File: config.mk
export PLATFORM = sky130hd
export DESIGN_NAME = affine_param_fetch
export DESIGN_NICKNAME = d
export VERILOG_FILES = /design/src/logic/affine_param_fetch.sv
export SDC_FILE = /design/constraint.sdc
export NUM_CORES = 1
export LEC_CHECK = 0
export BUFFER_PORTS_ARGS = -buffer_cell sky130_fd_sc_hd__buf_2
export CORE_MARGIN = 5
export CORE_UTILIZATION = 44
export DETAILED_ROUTE_END_ITERATION = 16
export GPL_TIMING_DRIVEN = 0
export MAX_ROUTING_LAYER = met4
export PLACE_DENSITY = 0.79
export SLEW_MARGIN = 20
export SYNTH_ARGS = -nofsm -noshare
export SYNTH_HDL_FRONTEND = slang
export SYNTH_SLANG_ARGS = --single-unit
File: constraint.sdc
create_clock -name clock -period 2.5 [get_ports clock]
set_clock_uncertainty 0.15 [all_clocks]
set_input_delay 0.25 -clock clock [delete_from_list [all_inputs] [get_ports clock]]
set_output_delay 0.25 -clock clock [all_outputs]
set_load 0.01 [all_outputs]
File: src/logic/affine_param_fetch.sv
`default_nettype none

module affine_param_fetch (
    input  logic        clock,
    input  logic        reset,
    input  logic        param_start,
    input  logic [4:0]  affine_index,
    input  logic [8:0]  attr_addr,
    input  logic [31:0] oam_data,
    output logic [8:0]  oam_addr,
    output logic        param_done,
    output logic [15:0] pa,
    output logic [15:0] pb,
    output logic [15:0] pc,
    output logic [15:0] pd
);

    logic       busy;
    logic [1:0] slot;
    logic       rd_valid;   // a matrix word is on oam_data this cycle
    logic [1:0] rd_slot;

    // group g keeps its matrix in the upper half of the second word of entries 4g to 4g+3
    assign oam_addr   = busy ? {1'b0, affine_index, slot, 1'b1} : attr_addr;
    assign param_done = rd_valid && (rd_slot == 2'd3);

    always_ff @(posedge clock, posedge reset) begin
        if (reset) begin
            busy     <= 1'b0;
            slot     <= '0;
            rd_valid <= 1'b0;
            rd_slot  <= '0;
        end else begin
            rd_valid <= busy;
            rd_slot  <= slot;
            if (param_start) begin
                busy <= 1'b1;
                slot <= 2'd0;
            end else if (busy) begin
                slot <= slot + 2'd1;
                if (slot == 2'd3)
                    busy <= 1'b0;
            end
        end
    end

    // pd lands on the edge that ends the param_done cycle
    always_ff @(posedge clock) begin
        if (rd_valid) begin
            case (rd_slot)
                2'd0: pa <= oam_data[31:16];
                2'd1: pb <= oam_data[31:16];
                2'd2: pc <= oam_data[31:16];
                default: pd <= oam_data[31:16];
            endcase
        end
    end

endmodule

`default_nettype wire

; ---- Yosys cells after proc, flatten, opt, wreduce, memory -nomap -nowiden
; Index checks and enable logic that the tools add are counted.
[op_classes]
add_sub_neg = 1
n_eq_ne = 4
mux = 6
n_bitwise = 1
reduce_logical = 8
[ops]
columns = cell, count
row1 = $mux W9, 1
row2 = $reduce_and A2 Y1, 4
row3 = $eq A2 B2 Y1 const B, 3
row4 = $mux W2, 2
row5 = $mux W1, 3
row6 = $reduce_or A3 Y1, 1
row7 = $add A2 B1 Y2 const B, 1
row8 = $eq A2 B1 Y1 const B, 1
row9 = $logic_not A2 Y1, 1
row10 = $reduce_bool A2 Y1, 1
row11 = $logic_and A1 B1 Y1, 1
row12 = $not A1 Y1, 1
[word_totals]
reg_bits = 70
out_inout_bits = 74
wordCells = 28

; ---- Logic depth before layout (Yosys ltp)
; Gate-level depths: netlist of run 1.
[logic_depth]
depth_word = 4
mapped_depth = 3
ltp_nobuf = 3

; ---- Least setup slack after synthesis of run 1
; OpenSTA, ideal clock, no wires.
[synth_timing]
path_type = register to register
startpoint = register rd_slot[1]
endpoint = register pa[0], enable pin
arrival_time_ps = 1643
required_time_ps = 1937
slack_ps = 294
stages_incl_launch_ff = 2
path_buffers = 0
period_less_slack_ps = 2206
path_cell_list = dfrtp_1 > nor3b_1
[synth_via]
elab_chain_len = 2
[synth_rtl]
columns = element, line_no
row1 = "start, declared", 21  ; logic [1:0] rd_slot;
row2 = "start signal, assigned", 35  ; rd_slot <= slot;
row3 = $logic_not A2 Y1, 50  ; case (rd_slot)
row4 = $reduce_and A2 Y1 (no source line), n/a
row5 = "end signal, assigned", 51  ; 2'd0: pa <= oam_data[31:16];
row6 = "end, declared", 12  ; output logic [15:0] pa,
; No other way between the ends.
; A chain may end at the register's enable or synchronous reset.

; ---- Worst setup path after layout of run 1
[layout_timing]
startpoint = register rd_slot[0]
endpoint = output port param_done
[layout_via]
elab_chain_len = 2
[layout_rtl]
columns = element, line_no
row1 = $eq A2 B2 Y1, 25  ; assign param_done = rd_valid && (rd_slot == 2'd3);
row2 = $logic_and A1 B1 Y1, 25
row3 = "end, declared", 11  ; output logic param_done,
; No other way between the ends.

==> flow_summary.ini, run 1 <==
[placed_design]
dpl_cell_area_sq_um = 2930
placement.io_buffers = 106
placed_cells_incl_taps = 271
post-dp-hpwl_microns = 3080
place.gp.congestion = 0.699
placement_stage_worst_setup_slack_ns = 0.666

[cells_and_area]
fillerInstances = 360
mostFrequentLayoutCell = sky130_fd_sc_hd__buf_2
layout.cells.most_common_list = sky130_fd_sc_hd__buf_2 (106), sky130_fd_sc_hd__edfxtp_1 (64), sky130_fd_sc_hd__dlygate4sd3_1 (18)
fin_nets = 280
insertedDiodeCount = 0
final_cell_area_sq_um = 3350
share_of_cells_above_drive_strength_1 = 0.574
areaGrowthSynthToFinish_pct = 46.7
final-instance-count-excl-fill = 305
layout.core_utilization = 0.660

[clock_network]
clk_tree_root_cell = sky130_fd_sc_hd__clkbuf_8
clkSinkCount = 70
cts-buffers-inserted = 9
path_clk_slew_ns = 0.07
cts.repair.resized = 0
worst_skew_pair.late_latency_ns = 0.32
cts_tree = built
clockBufferDepth = 2
htree_levels = 3

[timing]
tns_ns = 0
finalWorstPathRequiredPeriod_ns = 2.17
max_freq_ghz = 0.461
finalSetupViolations = 0
worst_slew_margin_rel = 0.404
report.final.hold_viol_count = 0
layout_worst_path_cycle_share = 0.867
fin_ws_ns = 0.332
unrepaired_setup_endpoints_after_global_routing = no
worst_tran_pin_value_ns = 0.895
hold_ws_ns = 0.216
timing_max_transition_violations_final = 0

[outcome]
run_status = finished clean

[pwr]
power_switching_mw = 0.712
clock_power_frac = 0.341
power-per-cell-area_nw_per_um2 = 913
power_switching_share = 0.233
p_comb_frac = 0.157
leakage_nw = 1.41
worst_ir_drop_vdd_v = 0.000438
p_int_mw = 2.34
finalPower_mw = 3.06
p_seq_frac = 0.502

[worst_setup_path]
timing.critical_path.from_type = register
worst-endpoint-required_ns = 2.10
critical_path_peak_fanout = 17
r2r.worst_path.cells = 2
criticalPathCategory = register to primary output
setup.worst_path.end_class = primary output
arrival_ns = 1.77

[routing]
vias = 1357
firstDrtPassIters = 4
drt-total-wl_microns = 4610
drc = 0
antenna_violating_nets_post_route = 0
drt_iter0_drc = 45
via_per_inst = 4.45
wire_per_inst_microns = 15.1

[yosys]
synthesis.area_per_instance_sq_um = 24.5
post_synth_instance_area_sq_um = 2280
syn-instance-count = 93
synth_cell_type_count = 17
synthesis.yosys.warnings = 0
synth_seq_area_share = 0.908
netlist.top_cell.by_area = sky130_fd_sc_hd__edfxtp_1
synthTopCellsByArea = sky130_fd_sc_hd__edfxtp_1 (84%), sky130_fd_sc_hd__dfrtp_1 (6.6%), sky130_fd_sc_hd__mux2_4 (3.3%)
syn-num-nets = 143
yosysTopAreaCellShare = 0.843
flop_and_latch_count_out_of_synthesis = 70

[hold_path]
worstHoldPathType = input port to asynchronous set/reset pin

[floorplan]
design.die.area_sq_um = 6720
die_width_microns = 82
top_level_ports = 123
floorplan.die.height_microns = 82
core.rowCount = 26
initial_core_util = 0.449
coreArea_sq_um = 5070

[global_routing]
maximum_number_of_pins_on_one_net_before_global_route_repair = 18
track_usage = 0.149
grt_remaining_overflow = 0
grt_antenna_before_repair = 0
global_route_wire_length_before_repair_microns = 6770
number_of_global_route_vias_before_repair = 1332

[flow_run]
maxCapViolations = 0
## cells in the mapped netlist
| library cell | number |
|---|---|
| sky130_fd_sc_hd__nand2_1 | 1 |
| sky130_fd_sc_hd__and2b_2 | 1 |
| sky130_fd_sc_hd__xnor2_1 | 1 |
| sky130_fd_sc_hd__or2_2 | 1 |
| sky130_fd_sc_hd__nor2_1 | 3 |
| sky130_fd_sc_hd__mux2i_1 | 1 |
| sky130_fd_sc_hd__and3b_1 | 1 |
| sky130_fd_sc_hd__edfxtp_1 | 64 |
| sky130_fd_sc_hd__buf_6 | 1 |
| sky130_fd_sc_hd__and3_1 | 1 |
| sky130_fd_sc_hd__inv_1 | 2 |
| sky130_fd_sc_hd__a21o_2 | 1 |
| sky130_fd_sc_hd__dfrtp_1 | 6 |
| sky130_fd_sc_hd__mux2_2 | 2 |
| sky130_fd_sc_hd__nor3b_1 | 1 |
| sky130_fd_sc_hd__mux2_4 | 5 |
| sky130_fd_sc_hd__ha_1 | 1 |
## layout make-up
cell class | instances | area (sq um) | area share
Multi-Input combinational cell | 20 | 198 | 0.0591
Buffer | 1 | 11.3 | 0.00336
Timing Repair Buffer | 126 | 733 | 0.219
Clock inverter | 6 | 110 | 0.0329
Tap cell | 70 | 87.6 | 0.0262
Inverter | 2 | 7.51 | 0.00224
Sequential cell | 70 | 2070 | 0.619
Clock buffer | 10 | 128 | 0.0381
## power by group through the flow
stage / sequential [mW] / combinational, mW / clock, mW
CTS: 1.53 / 0.487 / 1.07
detailed placement: 1.56 / 0.464 / 0
global placement: 1.56 / 0.432 / 0
floorplan: 1.63 / 0.138 / 0
finish: 1.54 / 0.478 / 1.04
global route: 1.55 / 0.522 / 1.13
## per-layer routing
metal / up-vias / track usage / share of wire
li1: 634 / - / -
met2: 89 / 0.233 / 0.47
met4: 0 / 0.0930 / 0.025
met1: 624 / 0.169 / 0.41
met3: 10 / 0.0406 / 0.097
met5: - / - / 0
## logic make-up (layout without fill, tap and decap cells)
| kind of cell | after synthesis | in the layout | share of synthesized area |
|---|---|---|---|
| XOR/XNOR | 1 | 1 | 0.00384 |
| multiplexers | 8 | 8 | 0.0472 |
| AO/OA/AOI/OAI | 1 | 1 | 0.00384 |
| adder cells (fa/ha/maj) | 1 | 1 | 0.00548 |
| flip-flops | 70 | 70 | 0.908 |
| buffers and inverters | 3 | 145 | 0.00823 |
| AND/OR/NAND/NOR | 9 | 9 | 0.0230 |
## critical path, stage by stage (launching register included)
cell	delay (ns)
sky130_fd_sc_hd__dfrtp_1	0.40
sky130_fd_sc_hd__and3_1	0.77
sky130_fd_sc_hd__buf_2	0.27
## sequential cells by signal, indices dropped and copies added (netlist names)
name	count
rd_valid	1
slot	2
pc	16
pd	16
pa	16
pb	16
busy	1
rd_slot	2
## path summary, 6_finish.rpt
path,startpoint,to,slack [ns]
hold / removal,reset,rd_slot[1]$_DFF_PP0_,0.22
min in group clock,slot[1]$_DFFE_PP0P_,rd_slot[1]$_DFF_PP0_,0.30
setup reg to reg,rd_slot[1]$_DFF_PP0_,pa[9]$_DFFE_PP_,0.74
max in group asynchronous,reset,rd_valid$_DFF_PP0_,1.80
hold reg to reg,slot[1]$_DFFE_PP0P_,rd_slot[1]$_DFF_PP0_,0.30
setup / recovery,rd_slot[0]$_DFF_PP0_,param_done,0.33
## timing repair
action | in CTS | in global routing
buffers inserted | 0 | 0
hold buffers | 18 | 0
endpoints found under the hold margin | 73 | 0
Power figures use the tool's default switching activity.
==> run 2, diff against run 1 <==
Settings changed: ABC_AREA set to 1.
==> run 2 against run 1 <==
  * Worst hold slack got worse by 0.19 ns
  * First-iteration DRC count up 29%
  * Cell area shrank 2.5%
==> flow_summary.ini, run 2 <==
[pwr]
clock_power_frac = 0.302
leakage_nw = 1.40
p_comb_frac = 0.145
finalPower_mw = 2.68
power-per-cell-area_nw_per_um2 = 821
power_switching_share = 0.239
p_seq_frac = 0.553
worst_ir_drop_vdd_v = 0.000380
p_int_mw = 2.04
power_switching_mw = 0.640

[cells_and_area]
mostFrequentLayoutCell = sky130_fd_sc_hd__buf_2
final_cell_area_sq_um = 3260
ff_latch_area_sq_um = 2070
fin_nets = 300
layout.cells.most_common_list = sky130_fd_sc_hd__buf_2 (106), sky130_fd_sc_hd__edfxtp_1 (64), sky130_fd_sc_hd__nand2_1 (26)
insertedDiodeCount = 0
area_of_the_multi_input_gates_sq_um = 175
areaGrowthSynthToFinish_pct = 43.7
fillerInstances = 382
share_of_cells_above_drive_strength_1 = 0.512

[yosys]
synthTopCellsByArea = sky130_fd_sc_hd__edfxtp_1 (85%), sky130_fd_sc_hd__dfrtp_1 (6.6%), sky130_fd_sc_hd__nand2_1 (4.3%)
synth-adder-area-share = 0.00551
netlist.top_cell.by_area = sky130_fd_sc_hd__edfxtp_1
synthesis.area_per_instance_sq_um = 19.7
synth_cell_type_count = 11
post_synth_and_or_nand_nor_area_fraction = 0.0634
synth-edff-count = 64
synthArstFlopShare = 0.0857
dominantRegCellSynth = sky130_fd_sc_hd__edfxtp_1
synth_seq_area_share = 0.912
share_of_the_synthesized_area_in_compound_gates_ao_oa_aoi_oai = 0.00386
synthesis.yosys.warnings = 0
yosysTopAreaCellShare = 0.846
synth_top_family_by_area = simple AND/OR/NAND/NOR gates
yosys.area_share.xor_xnor = 0
synth.area.mux_share = 0
yosys-top-cells-count = sky130_fd_sc_hd__edfxtp_1 (64), sky130_fd_sc_hd__nand2_1 (26), sky130_fd_sc_hd__dfrtp_1 (6), sky130_fd_sc_hd__inv_1 (6), sky130_fd_sc_hd__nor2_1 (6)
post-synth-top-count-cell = sky130_fd_sc_hd__edfxtp_1
post_synth_instance_area_sq_um = 2270
flop_and_latch_count_out_of_synthesis = 70
syn-num-nets = 165
syn-instance-count = 115

[clock_network]
cts_post_setup_buffers_inserted = 0
htree_levels = 3
path_clk_slew_ns = 0.07
clk_tree_root_cell = sky130_fd_sc_hd__clkbuf_8
clockBufferDepth = 2
worst_skew_pair.late_latency_ns = 0.32
clkSinkCount = 70
cts_tree = built
cts-buffers-inserted = 9

[floorplan]
top_level_ports = 123
die_width_microns = 81.8
design.die.area_sq_um = 6700
core.rowCount = 26
floorplan.die.height_microns = 81.8
coreArea_sq_um = 5070
initial_core_util = 0.447

[worst_setup_path]
path_buf_inv = 3
critical_path_peak_fanout = 11
setup.worst_path.end_class = primary output
r2r.worst_path.cells = 3
criticalPathCategory = register to primary output
worst_setup_path_startpoint = rd_slot[0]$_DFF_PP0_
r2r_setup_slack_ns = 0.72
cp_top_family = buffers and inverters
cpMaxStageDelayCell = sky130_fd_sc_hd__dfrtp_1
worstPathCellList = inv_1 -> nor2_2 -> buf_6 -> buf_2
critical_path.reg2reg.startpoint = rd_slot[1]$_DFF_PP0_
arrival_ns = 1.59
worst-endpoint-required_ns = 2.10
stage_delay_of_the_slowest_cell_on_the_critical_path_ns = 0.40
worstSetupPathDepth = 4
cp-endpoint = param_done
critical_path.reg2reg.endpoint = pa[3]$_DFFE_PP_
timing.critical_path.from_type = register

[flow_run]
maxCapViolations = 0

[routing]
antenna_violating_nets_post_route = 0
drt-total-wl_microns = 4500
drc = 0
via_per_inst = 4.32
firstDrtPassIters = 4
wire_per_inst_microns = 13.9
vias = 1401
drt_iter0_drc = 58

[timing]
worst_slew_margin_rel = 0.368
finalSetupViolations = 0
layout_worst_path_cycle_share = 0.797
tns_ns = 0
timing_max_transition_violations_final = 0
max_freq_ghz = 0.502
unrepaired_setup_endpoints_after_global_routing = no
worst_tran_pin_value_ns = 0.947
finalWorstPathRequiredPeriod_ns = 1.99
report.final.hold_viol_count = 0
hold_ws_ns = 0.0227

[placed_design]
post-dp-hpwl_microns = 3170
place.gp.congestion = 0.701
placement.io_buffers = 106
dpl_cell_area_sq_um = 2930

[global_routing]
track_usage = 0.146
grt_antenna_before_repair = 0
global_route_wire_length_before_repair_microns = 6700
grt_remaining_overflow = 0
number_of_global_route_vias_before_repair = 1454
maximum_number_of_pins_on_one_net_before_global_route_repair = 17

[hold_path]
worstHoldPathType = input port to register
instance_count_along_the_most_critical_hold_path = 4

[outcome]
run_status = finished clean
## run 2: cell count changes after synthesis, moves of 2 or more
cell	delta
sky130_fd_sc_hd__nor2_1	+3
sky130_fd_sc_hd__nor2_2	+2
sky130_fd_sc_hd__nand2_1	+25
sky130_fd_sc_hd__inv_1	+4
sky130_fd_sc_hd__mux2_4	-5
sky130_fd_sc_hd__mux2_2	-2
## run 2: power groups by stage
stage / clock network (mW) / logic, mW / registers (mW)
CTS: 0.836 / 0.398 / 1.48
global placement: 0 / 0.351 / 1.51
floorplan: 0 / 0.104 / 1.57
detailed placement: 0 / 0.378 / 1.51
finish: 0.809 / 0.390 / 1.48
global route: 0.898 / 0.429 / 1.49
## run 2: how the worst min path moves through the flow
stage               slack, ns                  end         start
floorplan               -0.11       busy$_DFF_PP0_         reset
global placement         0.02  slot[1]$_DFFE_PP0P_         reset
detailed placement       0.02  slot[1]$_DFFE_PP0P_         reset
CTS                     0.005  slot[1]$_DFFE_PP0P_   param_start
global route            0.005     pd[10]$_DFFE_PP_  oam_data[26]
finish                   0.02  slot[1]$_DFFE_PP0P_   param_start
## run 2: cell type report
class	instances	area share
Clock buffer	10	0.0391
Sequential cell	70	0.635
Inverter	6	0.00690
Tap cell	70	0.0268
Multi-Input combinational cell	38	0.0537
Clock inverter	5	0.0157
Timing Repair Buffer	124	0.220
Buffer	1	0.00345
## run 2: kinds of logic after synthesis
logic type | count (synthesis)
flip-flops | 70
AND/OR/NAND/NOR | 36
buffers and inverters | 7
AO/OA/AOI/OAI | 1
adder cells (fa/ha/maj) | 1
## run 2: per-stage QoR
step           utilization  cells  setup slack [ns]
2_1_floorplan            -    115             0.730
3_5_place_dp         0.576    293             0.705
3_3_place_gp         0.569    291             0.148
4_1_cts              0.643    324             0.464
5_1_grt              0.643    324             0.388
6_report             0.643    324             0.508
## run 2: worst reg2reg max path: cells and delay by family (launching register included)
| kind | cells | cell delay [ns] |
|---|---|---|
| flops | 1 | 0.38 |
| simple gates | 2 | 0.81 |
| buf+inv | 1 | 0.06 |
## run 2: what timing repair did
action                    CTS  global route
hold endpoints to repair   64             0
resized for setup           0             0
hold buffers               16             0
## run 2: metal layers
metal | vias to the layer above | track usage | routed length (microns)
li1 | 681 | - | -
met1 | 630 | 0.144 | 1660
met2 | 84 | 0.253 | 2320
met3 | 6 | 0.0450 | 467
met4 | 0 | 0.0880 | 57
met5 | - | - | 0
