### src/common/obj_pkg.sv
`default_nettype none

package obj_pkg;

    // scan line timing and screen geometry
    localparam int line_cycles  = 1232;
    localparam int screen_width = 240;
    localparam int obj_count    = 128;

    // pixel packet layout, an all zero packet is transparent
    localparam int packet_width   = 20;
    localparam int pkt_opaque_bit = 19;
    localparam int pkt_pri_lsb    = 17;  // two bits
    localparam int pkt_mode_lsb   = 15;  // two bits
    localparam int pkt_bpp_bit    = 14;
    localparam int pkt_zero_lsb   = 12;  // two bits, always zero
    localparam int pkt_pal_lsb    = 8;   // four bits
    localparam int pkt_index_lsb  = 0;   // eight bits

    // single bit fields of the first OAM word of an entry
    localparam int attr_affine_bit = 8;
    localparam int attr_hide_bit   = 9;   // double size when the affine bit is set
    localparam int attr_bpp_bit    = 13;
    localparam int attr_hflip_bit  = 28;
    localparam int attr_vflip_bit  = 29;

    localparam int affine_frac_bits = 8;

    typedef enum logic [1:0] {
        mode_normal   = 2'd0,
        mode_semi     = 2'd1,
        mode_window   = 2'd2,
        mode_disabled = 2'd3
    } obj_mode_e;

    typedef enum logic [2:0] {
        rs_idle   = 3'd0,
        rs_fetch  = 3'd1,
        rs_wait   = 3'd2,
        rs_affine = 3'd3,
        rs_write  = 3'd4
    } render_state_e;

    // sprite size in 8 pixel tiles, indexed by shape then size code
    // shape 3 is not a legal shape and falls back to a single tile
    localparam logic [3:0] obj_width_tiles [4][4] = '{
        '{4'd1, 4'd2, 4'd4, 4'd8},
        '{4'd2, 4'd4, 4'd4, 4'd8},
        '{4'd1, 4'd1, 4'd2, 4'd4},
        '{4'd1, 4'd1, 4'd1, 4'd1}
    };

    localparam logic [3:0] obj_height_tiles [4][4] = '{
        '{4'd1, 4'd2, 4'd4, 4'd8},
        '{4'd1, 4'd1, 4'd2, 4'd4},
        '{4'd2, 4'd4, 4'd4, 4'd8},
        '{4'd1, 4'd1, 4'd1, 4'd1}
    };

endpackage

`default_nettype wire
### src/obj_render/obj_render_unit.sv
`default_nettype none

module obj_render_unit
    import obj_pkg::*;
(
    input  logic        clock,
    input  logic        reset,
    input  logic        obj_1d,
    input  logic [7:0]  vcount,
    input  logic        attr_valid,
    input  logic [8:0]  obj_x,
    input  logic [7:0]  obj_y,
    input  logic [1:0]  obj_shape,
    input  logic [1:0]  obj_size,
    input  logic        h_flip,
    input  logic        v_flip,
    input  logic        affine_en,
    input  logic        double_size,
    input  logic [9:0]  tile_num,
    input  logic [1:0]  obj_priority,
    input  logic [3:0]  palette_bank,
    input  logic        eight_bpp,
    input  obj_mode_e   mode,
    input  logic        last_obj,
    input  logic        param_done,
    input  logic [15:0] pa,
    input  logic [15:0] pb,
    input  logic [15:0] pc,
    input  logic [15:0] pd,
    input  logic [15:0] vram_data,
    output logic        line_start,
    output logic        next_obj,
    output logic        param_start,
    output logic [14:0] vram_addr,
    output logic        lb_we,
    output logic [7:0]  lb_col,
    output logic [packet_width-1:0] lb_packet
);

    render_state_e state, state_next;
    logic [10:0] timer;
    logic        first_cycle;
    logic        clearing, late, issue;
    logic [6:0]  col_offset;
    logic [6:0]  w_px, h_px;
    logic [7:0]  bound_w, bound_h;
    logic [7:0]  dy;
    logic        visible;
    logic [8:0]  screen_col;
    logic signed [8:0]  cx, cy;
    logic signed [25:0] sum_x, sum_y;
    logic signed [17:0] aff_x, aff_y;
    logic        outside;
    logic [5:0]  tex_x, tex_y;
    logic [10:0] tile_off, tile_idx;
    logic [4:0]  in_tile;
    logic        p1_valid, p1_clip, p1_8bpp;
    logic [7:0]  p1_col;
    logic [1:0]  p1_sel, p1_pri;
    obj_mode_e   p1_mode;
    logic [3:0]  p1_pal;
    logic [7:0]  texel;
    logic [packet_width-1:0] packet;

    assign line_start = first_cycle || (timer == 11'(line_cycles - 1));
    assign clearing   = timer < 11'(screen_width);      // line buffer is still wiping its back row
    assign late       = timer >= 11'(line_cycles - 8);  // a matrix fetch would spill into the next line

    always_ff @(posedge clock, posedge reset) begin
        if (reset) begin
            timer       <= '0;
            first_cycle <= 1'b1;
        end else begin
            first_cycle <= 1'b0;
            timer       <= line_start ? 11'd0 : timer + 11'd1;
        end
    end

    assign w_px       = {obj_width_tiles[obj_shape][obj_size], 3'b000};
    assign h_px       = {obj_height_tiles[obj_shape][obj_size], 3'b000};
    assign bound_w    = double_size ? {w_px, 1'b0} : {1'b0, w_px};
    assign bound_h    = double_size ? {h_px, 1'b0} : {1'b0, h_px};
    assign dy         = vcount + 8'd1 - obj_y;  // the row below the one on screen
    assign visible    = (mode != mode_disabled) && (dy < bound_h);
    assign screen_col = obj_x + {2'b00, col_offset};

    // offset from the centre of the bounding box, rotated back into texture space
    assign cx    = $signed({2'b00, col_offset}) - $signed({2'b00, bound_w[7:1]});
    assign cy    = $signed({1'b0, dy}) - $signed({2'b00, bound_h[7:1]});
    assign sum_x = $signed(pa) * cx + $signed(pb) * cy;
    assign sum_y = $signed(pc) * cx + $signed(pd) * cy;
    assign aff_x = $signed(sum_x[25:affine_frac_bits]) + $signed({12'b0, w_px[6:1]});
    assign aff_y = $signed(sum_y[25:affine_frac_bits]) + $signed({12'b0, h_px[6:1]});
    assign outside = aff_x[17] || (aff_x[16:0] >= 17'(w_px))
                  || aff_y[17] || (aff_y[16:0] >= 17'(h_px));

    always_comb begin
        if (affine_en) begin
            tex_x = aff_x[5:0];
            tex_y = aff_y[5:0];
        end else begin
            tex_x = h_flip ? 6'(w_px - 7'd1 - col_offset) : col_offset[5:0];
            tex_y = v_flip ? 6'(h_px - 7'd1 - dy[6:0]) : dy[5:0];
        end
        if (obj_1d)
            tile_off = (11'(tex_y[5:3]) * 11'(obj_width_tiles[obj_shape][obj_size])
                       + 11'(tex_x[5:3])) << eight_bpp;
        else
            tile_off = {3'b000, tex_y[5:3], 5'b00000} + (11'(tex_x[5:3]) << eight_bpp);
    end

    assign tile_idx  = {1'b0, tile_num} + tile_off;
    assign in_tile   = eight_bpp ? {tex_y[2:0], tex_x[2:1]} : {1'b0, tex_y[2:0], tex_x[2]};
    assign vram_addr = {tile_idx, 4'b0000} + {10'b0, in_tile};

    always_comb begin
        state_next  = state;
        next_obj    = 1'b0;
        param_start = 1'b0;
        issue       = 1'b0;
        if (line_start) begin
            state_next = rs_fetch;  // whatever is left of the old line is dropped
        end else begin
            case (state)
                rs_idle: state_next = rs_idle;
                rs_fetch: begin
                    if (attr_valid)
                        state_next = rs_wait;
                end
                rs_wait: begin
                    if (!visible) begin
                        next_obj   = !last_obj;
                        state_next = last_obj ? rs_idle : rs_fetch;
                    end else if (!clearing && affine_en) begin
                        if (!late) begin
                            param_start = 1'b1;
                            state_next  = rs_affine;
                        end
                    end else if (!clearing) begin
                        state_next = rs_write;
                    end
                end
                rs_affine: begin
                    if (param_done)
                        state_next = rs_write;
                end
                rs_write: begin
                    issue = 1'b1;
                    if ({1'b0, col_offset} == bound_w - 8'd1) begin
                        next_obj   = !last_obj;
                        state_next = last_obj ? rs_idle : rs_fetch;
                    end
                end
                default: state_next = rs_idle;
            endcase
        end
    end

    always_ff @(posedge clock, posedge reset) begin
        if (reset) begin
            state      <= rs_idle;
            col_offset <= '0;
            p1_valid   <= 1'b0;
            lb_we      <= 1'b0;
        end else begin
            state      <= state_next;
            col_offset <= (issue && state_next == rs_write) ? col_offset + 7'd1 : 7'd0;
            p1_valid   <= issue;
            lb_we      <= p1_valid && !p1_clip && (texel != 8'd0) && !line_start;
        end
    end

    // vram_data belongs to the pixel held in the p1 registers
    always_comb begin
        if (p1_8bpp)
            texel = p1_sel[0] ? vram_data[15:8] : vram_data[7:0];
        else
            texel = {4'b0000, vram_data[{p1_sel, 2'b00} +: 4]};
        packet = '0;
        packet[pkt_opaque_bit]     = 1'b1;
        packet[pkt_pri_lsb +: 2]   = p1_pri;
        packet[pkt_mode_lsb +: 2]  = p1_mode;
        packet[pkt_bpp_bit]        = p1_8bpp;
        packet[pkt_zero_lsb +: 2]  = 2'b00;
        packet[pkt_pal_lsb +: 4]   = p1_8bpp ? 4'h0 : p1_pal;  // 8bpp uses the whole palette
        packet[pkt_index_lsb +: 8] = texel;
    end

    always_ff @(posedge clock) begin
        p1_clip   <= (screen_col >= 9'(screen_width)) || (affine_en && outside);
        p1_col    <= screen_col[7:0];
        p1_sel    <= tex_x[1:0];
        p1_8bpp   <= eight_bpp;
        p1_pri    <= obj_priority;
        p1_mode   <= mode;
        p1_pal    <= palette_bank;
        lb_col    <= p1_col;
        lb_packet <= packet;
    end

endmodule

`default_nettype wire

### config.mk
export PLATFORM = sky130hd
export DESIGN_NAME = obj_render_unit
export DESIGN_NICKNAME = d
export VERILOG_FILES = /design/src/common/obj_pkg.sv /design/src/obj_render/obj_render_unit.sv
export SDC_FILE = /design/constraint.sdc
export NUM_CORES = 2
export LEC_CHECK = 0
export BUFFER_PORTS_ARGS = -buffer_cell sky130_fd_sc_hd__buf_2
export CORE_UTILIZATION = 60
export CTS_CLUSTER_SIZE = 16
export DETAILED_ROUTE_END_ITERATION = 8
export GPL_TIMING_DRIVEN = 0
export PLACE_DENSITY = 0.88
export SYNTH_ARGS = -nofsm -noshare
export SYNTH_HDL_FRONTEND = slang
export SYNTH_SLANG_ARGS = --single-unit
### constraint.sdc
create_clock -name clock -period 20.2 [get_ports clock]
set_input_delay 2.02 -clock clock [delete_from_list [all_inputs] [get_ports clock]]
set_output_delay 2.02 -clock clock [all_outputs]
set_load 0.05 [all_outputs]
Word-level counts from Yosys, hierarchy flattened

Cells that the tools add are included.

Bits in registers: 69
Word-level logic and storage cells: 124

Multiply operators: 5
Add/subtract/negate cells: 20
Magnitude comparators: 8
Equal/unequal tests: 8
Multiplexer cells: 45
Bitwise gates (word level): 2
Shift-type cells: 3
Reductions and logical operators: 17

Operators by type and width:

| operator                                                     | number |
|---|---|
| binary-select mux 16 bit (select 2 bit)                      | 2 |
| 2-to-1 mux 16 bit                                            | 4 |
| adder 24 x 25 -> 26 bit                                      | 2 |
| multiplier 16 x 9 -> 25 bit                                  | 2 |
| multiplier 16 x 8 -> 24 bit                                  | 2 |
| adder 18 x 7 -> 18 bit                                       | 2 |
| >= comparator 17 x 7 -> 1 bit                                | 2 |
| 2-to-1 mux 8 bit                                             | 4 |
| 2-to-1 mux 3 bit                                             | 8 |
| 2-to-1 mux 6 bit                                             | 4 |
| 2-to-1 mux 11 bit                                            | 2 |
| binary-select mux 4 bit (select 2 bit)                       | 2 |
| 2-to-1 mux 4 bit                                             | 4 |
| indexed part select 16 x 5 -> 4 bit                          | 1 |
| adder 15 x 5 -> 15 bit                                       | 1 |
| case mux 3 bit (4 select lines)                              | 1 |
| subtractor 6 x 1 -> 6 bit (second input constant)            | 2 |
| subtractor 6 bit                                             | 2 |
| adder 10 x 11 -> 11 bit                                      | 1 |
| adder 11 x 1 -> 11 bit (second input constant)               | 1 |
| adder 8 x 11 -> 11 bit                                       | 1 |
| equality test 11 bit (second input constant)                 | 1 |
| >= comparator 11 bit (second input constant)                 | 1 |
| less-than comparator 11 x 8 -> 1 bit (second input constant) | 1 |
| 28 further kinds                                             | 55 |

Depth between registers and ports, before layout

Depth after elaboration: 19
Mapped depth: 57
Depth with buffers taken out: 55

Worst setup path after synthesis

OpenSTA, ideal clock, no wires.

Path type: input -> output
Start point: input obj_size[0]
End point: output vram_addr[13]
Setup slack: 4043 ps
Data arrival time: 14137 ps
Required time: 18180 ps
Path buffers: 2
Stages on the path: 49
Path through: buf_2 or4b_2 o21ai_0 o21ai_0 ha_1 a21oi_1 o21ai_0 a21o_1 a21oi_1 xor2_1 clkbuf_1 nand2_1 fa_1 fa_1 inv_1 fa_1 fa_1 fa_1 [13 not listed] fa_1 inv_1 fa_1 ha_1 a21o_1 a21oi_1 o21bai_1 a21oi_1 xnor2_1 mux2_2 nand2_1 o21ai_0 ha_1 a21oi_1 o21bai_1 a21oi_1 xnor2_1 xnor2_1

Cells in the longest elaborated chain, start to end: 16
Elaborated cells between the ends (all ways): 36
Classes of those cells: 14 x add/sub; 5 x mul; 2 x shift; 14 x mux; 1 x bitwise

RTL lines:

| what                                                                              | RTL line                                                             | source |
|---|---|---|
| start: declaration                                                                | obj_render_unit.sv:14                                                | `input logic [1:0] obj_size,` |
| NOT 2 -> 3 bit (implied by the code) *                                            | obj_render_unit.sv:79, obj_render_unit.sv:80, obj_render_unit.sv:106 |  |
| binary-select mux 4 bit (select 2 bit), on equally long branches                  | obj_render_unit.sv:80, obj_render_unit.sv:79, obj_render_unit.sv:106 |  |
| 2-to-1 mux 4 bit, on equally long branches (2 in a row)                           | obj_render_unit.sv:80, obj_render_unit.sv:79, obj_render_unit.sv:106 |  |
| 2-to-1 mux 8 bit, on equally long branches                                        | obj_render_unit.sv:82, obj_render_unit.sv:81                         |  |
| subtractor 8 x 7 -> 9 bit / subtractor 7 x 7 -> 8 bit (equally long branches)     | obj_render_unit.sv:89, obj_render_unit.sv:88                         |  |
| multiplier 16 x 9 -> 25 bit / multiplier 16 x 8 -> 24 bit (equally long branches) | obj_render_unit.sv:91                                                | `assign sum_y = $signed(pc) * cx + $signed(pd) * cy;` |
| adder 24 x 25 -> 26 bit                                                           | obj_render_unit.sv:91                                                |  |
| adder 18 x 7 -> 18 bit                                                            | obj_render_unit.sv:93                                                | `assign aff_y = $signed(sum_y[25:affine_frac_bits]) + $signed({12'b0, h_px[6:1]});` |
| 2-to-1 mux 6 bit                                                                  | obj_render_unit.sv:98                                                | `if (affine_en) begin` |
| multiplier 3 x 4 -> 7 bit                                                         | obj_render_unit.sv:106                                               | `tile_off = (11'(tex_y[5:3]) * 11'(obj_width_tiles[obj_shape][obj_size])` |
| adder 7 x 3 -> 8 bit                                                              | obj_render_unit.sv:107                                               | `+ 11'(tex_x[5:3])) << eight_bpp;` |
| << shifter 8 x 1 -> 11 bit                                                        | obj_render_unit.sv:106                                               |  |
| 2-to-1 mux 11 bit                                                                 | obj_render_unit.sv:105                                               | `if (obj_1d)` |
| adder 10 x 11 -> 11 bit                                                           | obj_render_unit.sv:112                                               | `assign tile_idx = {1'b0, tile_num} + tile_off;` |
| adder 15 x 5 -> 15 bit *                                                          | obj_render_unit.sv:114                                               | `assign vram_addr = {tile_idx, 4'b0000} + {10'b0, in_tile};` |
| end: declaration                                                                  | obj_render_unit.sv:34                                                | `output logic [14:0] vram_addr,` |

Every way passes the cells marked *; elsewhere a longest branch is shown, timed or not. The select of a mux whose other input is x is not followed.

Worst setup path in the final report

Start point: input obj_size[1]
End point: output vram_addr[14]

The elaborated chain is that of the path after synthesis.

==> results by group <==
Run status
  – Status: finished, final reports clean

Yosys
  – YS warnings: 0
  – Post-synthesis sequential area ratio: approximately 5.8%
  – Syn Inst Count: 2,868
  – Top FF cell, synth: dfxtp_1
  – Synth Area per Inst: between 9 and 10 um2
  – Post-synth EDFFs: 0
  – Mapped Area: 25,800 um2
  – Distinct cell type count after synthesis: 81
  – Yosys reg bits: 69
  – Ys async rst share: 34.8%

Clock network
  – TritonCTS clock tree: built
  – H-Tree Depth: 3
  – Setup repair bufs after CTS: 0
  – Clock sink count: 69
  – CTS root buf: clkbuf_16
  – Clock buffer depth: 2
  – CTS resizes: 0
  – Worst-Skew Late Latency: 0.33 ns
  – Hold buffers post-CTS: 0
  – TritonCTS Buffers: 9
  – Clock-pin slew on the worst setup and hold paths: 0.05 ns

Detailed routing
  – Remaining DRCs: 0
  – Routed WL: 74.6 mm
  – Starting DRT DRC Count: 1,868
  – Via-to-Cell Ratio: between 5 and 6
  – Post-route ant nets: 0
  – Routed length per placed instance: 20.8 um
  – Drt pass-1 iters: 6
  – Via count: 21,200

Finish
  – Share of cells above drive strength 1: 8.65%
  – Layout net count: 3,950
  – Area grow syn2layout: 7.08%
  – Post-Layout Cell Count: 3,595
  – Fillers: 3,387

Floorplanning
  – Rows: 75
  – Die width: 210 um
  – I/O pins: 185
  – Core ar.: around 42,000 um2
  – Full die area: 43,900 um2
  – Initial Utilization: 61.2%
  – Die H: about 210 um

Critical path
  – CP Data Arrival Time: 16.29 ns
  – CP max stage delay: 1.07 ns
  – Crit-path max FO: 10
  – Worst Reg-to-Reg Cells: 42
  – Cell mode on critical path: fa_1
  – Critical path type: in -> out
  – Slowest CP cell: xnor2_1
  – Crit end category: output pin
  – Req. time, crit path: 18.18 ns
  – CP startpoint kind: input pin

Place
  – IO Port Bufs: 167
  – DP HPWL: 62.3 mm
  – Worst slack at placement: 2.22 ns
  – Dpl cells: 3,576
  – GPL Wtd Cong: 1.00

STA
  – Final hold vios: 0
  – Fin crit share: 90.6%
  – PnR worst setup slack: approximately 1.9 ns
  – Slew @ Worst Pin: between 1 and 1.5 ns
  – Hold Slack: 0.320 ns
  – Max-slew headroom: 5.63%
  – RSZ-0062 raised after global routing: false
  – Setup violations, final: 0
  – Min cycle time layout: 18.31 ns
  – Setup Skew: ~0.0046 ns
  – Setup Total Neg Slack: 0 ns
  – Slew Viols, Final: 0
  – Max Fclk: 0.0546 GHz

Worst hold path
  – Hold path cells: 0
  – Worst min-delay path category: reg -> reg

Global routing
  – Initial antenna violation count: 6
  – Pin count of the biggest net entering global routing: 25
  – GRT Residual Overflow: 0
  – Number of global-route vias before repair: 22,300
  – First-pass GRT wire length: approximately 120 mm
  – All-Layer GR Usage: 35.0%

Flow run
  – MaxCap Viol Count: 0
registers in the layout (all words and copies together), names as in the netlist, 2 cells and up:
signal / cells
col_offset: 7
lb_col: 8
lb_packet: 17
p1_col: 8
p1_mode: 2
p1_pal: 4
p1_pri: 2
p1_sel: 2
state: 3
timer: 11
logic make-up (layout without fill, tap and decap cells):
| logic type | after synthesis | count (layout) | synth area share (%) |
|---|---|---|---|
| AO/OA/AOI/OAI | 302 | 302 | 7.52 |
| other | 2 | 7 | 0.0291 |
| flip-flops | 69 | 69 | 5.81 |
| adder cells (fa/ha/maj) | 764 | 764 | 53.1 |
| buffers and inverters | 653 | 836 | 9.59 |
| AND/OR/NAND/NOR | 919 | 919 | 18.4 |
| XOR/XNOR | 127 | 127 | 4.30 |
| multiplexers | 32 | 32 | 1.26 |
critical path: cells and delay by family:
kind	cells	cell delay (ns)
xor gates and xnor gates	5	1.85
adders and majority gates	14	6.12
buffers and inverters	10	1.67
AOI/OAI and AO/OA	12	2.53
and+or+nand+nor	8	2.07
path summary, 6_finish.rpt:
check	start	endpoint	slack (ns)
worst max-delay path	obj_size[1]	vram_addr[14]	1.89
worst min-delay path	p1_pri[1]	lb_packet[18]	0.32
worst max register to register	col_offset[2]	p1_clip	7.74
worst min register to register	p1_pri[1]	lb_packet[18]	0.32
max in group asynchronous	reset	state[2]	17.72
min in group asynchronous	reset	col_offset[2]	1.90
cells in the final DEF, fill, tap and decap left out, drive strengths merged, types with 5 or more instances in the layout:
| cell type | count |
|---|---|
| mux2i | 28 |
| buf | 184 |
| nand2b | 71 |
| o21ai | 75 |
| inv | 548 |
| a21oi | 88 |
| o211ai | 15 |
| o21bai | 12 |
| clkbuf | 99 |
| a211oi | 18 |
| nand4 | 16 |
| o21a | 9 |
| nor3b | 7 |
| and3 | 14 |
| or2 | 55 |
| nor3 | 39 |
| nor2 | 106 |
| dfxtp | 45 |
| xnor2 | 86 |
| or4 | 6 |
| and2 | 206 |
| nand2 | 278 |
| nor2b | 61 |
| dfrtp | 23 |
| nand3 | 39 |
| a31oi | 5 |
| a21o | 20 |
| ha | 211 |
| and4 | 5 |
| a211o | 7 |
| xor2 | 41 |
| fa | 553 |
| a221oi | 6 |
synth_stat cells, types with 6 or more instances:
library cell,count,share of area (%)
nand3_1,39,0.76
buf_1,8,0.12
xor2_1,41,1.4
dfrtp_1,23,2.2
a21o_1,20,0.58
clkbuf_1,85,1.2
a21oi_1,88,1.7
nand2_1,278,4.0
o21a_1,9,0.26
and3_1,14,0.34
a221oi_1,6,0.20
nor3b_1,7,0.20
o21bai_1,12,0.35
nor2b_1,61,1.5
or2_2,55,1.3
inv_1,546,7.9
nand4_1,15,0.36
fa_1,553,43
o21ai_0,71,1.4
o211ai_1,15,0.44
and2_1,206,5.0
a211o_1,7,0.24
nand2b_1,71,1.7
mux2i_1,28,1.1
ha_1,211,10
nor2_1,106,1.5
dfxtp_1,45,3.5
a211oi_1,16,0.46
xnor2_1,86,2.9
nor3_1,38,0.74
stage by stage:
stage                     area, um2  utilization, %
after floorplan               25800               -
after global routing          27700            65.5
after detailed placement      27400            64.8
after CTS                     27700            65.5
final                         27700            65.5
after global placement        27400            64.8
final cells by class:
type	instances	area (um2)	share of cell area, %
Sequential cell	69	1500	5.43
Multi-Input combinational cell	2148	21900	79.0
Timing Repair Buffer	167	836	3.02
Tap cell	539	674	2.44
Clock buffer	12	258	0.931
Antenna cell	3	7.51	0.0271
Buffer	104	417	1.51
Inverter	549	2060	7.45
Clock inverter	4	46.3	0.167
per-layer routing:
| metal | wire length [um] | global-route usage [%] | vias up |
|---|---|---|---|
| met4 | 5230 | 21.4 | 2 |
| li1 | - | - | 9212 |
| met5 | 13 | 0 | - |
| met2 | 35000 | 57.1 | 1163 |
| met3 | 7770 | 7.51 | 284 |
| met1 | 26600 | 42.7 | 10500 |
Power is left out: the tool's default activity adds up to more than one toggle a clock period on the data nets, which glitch-free logic cannot reach.
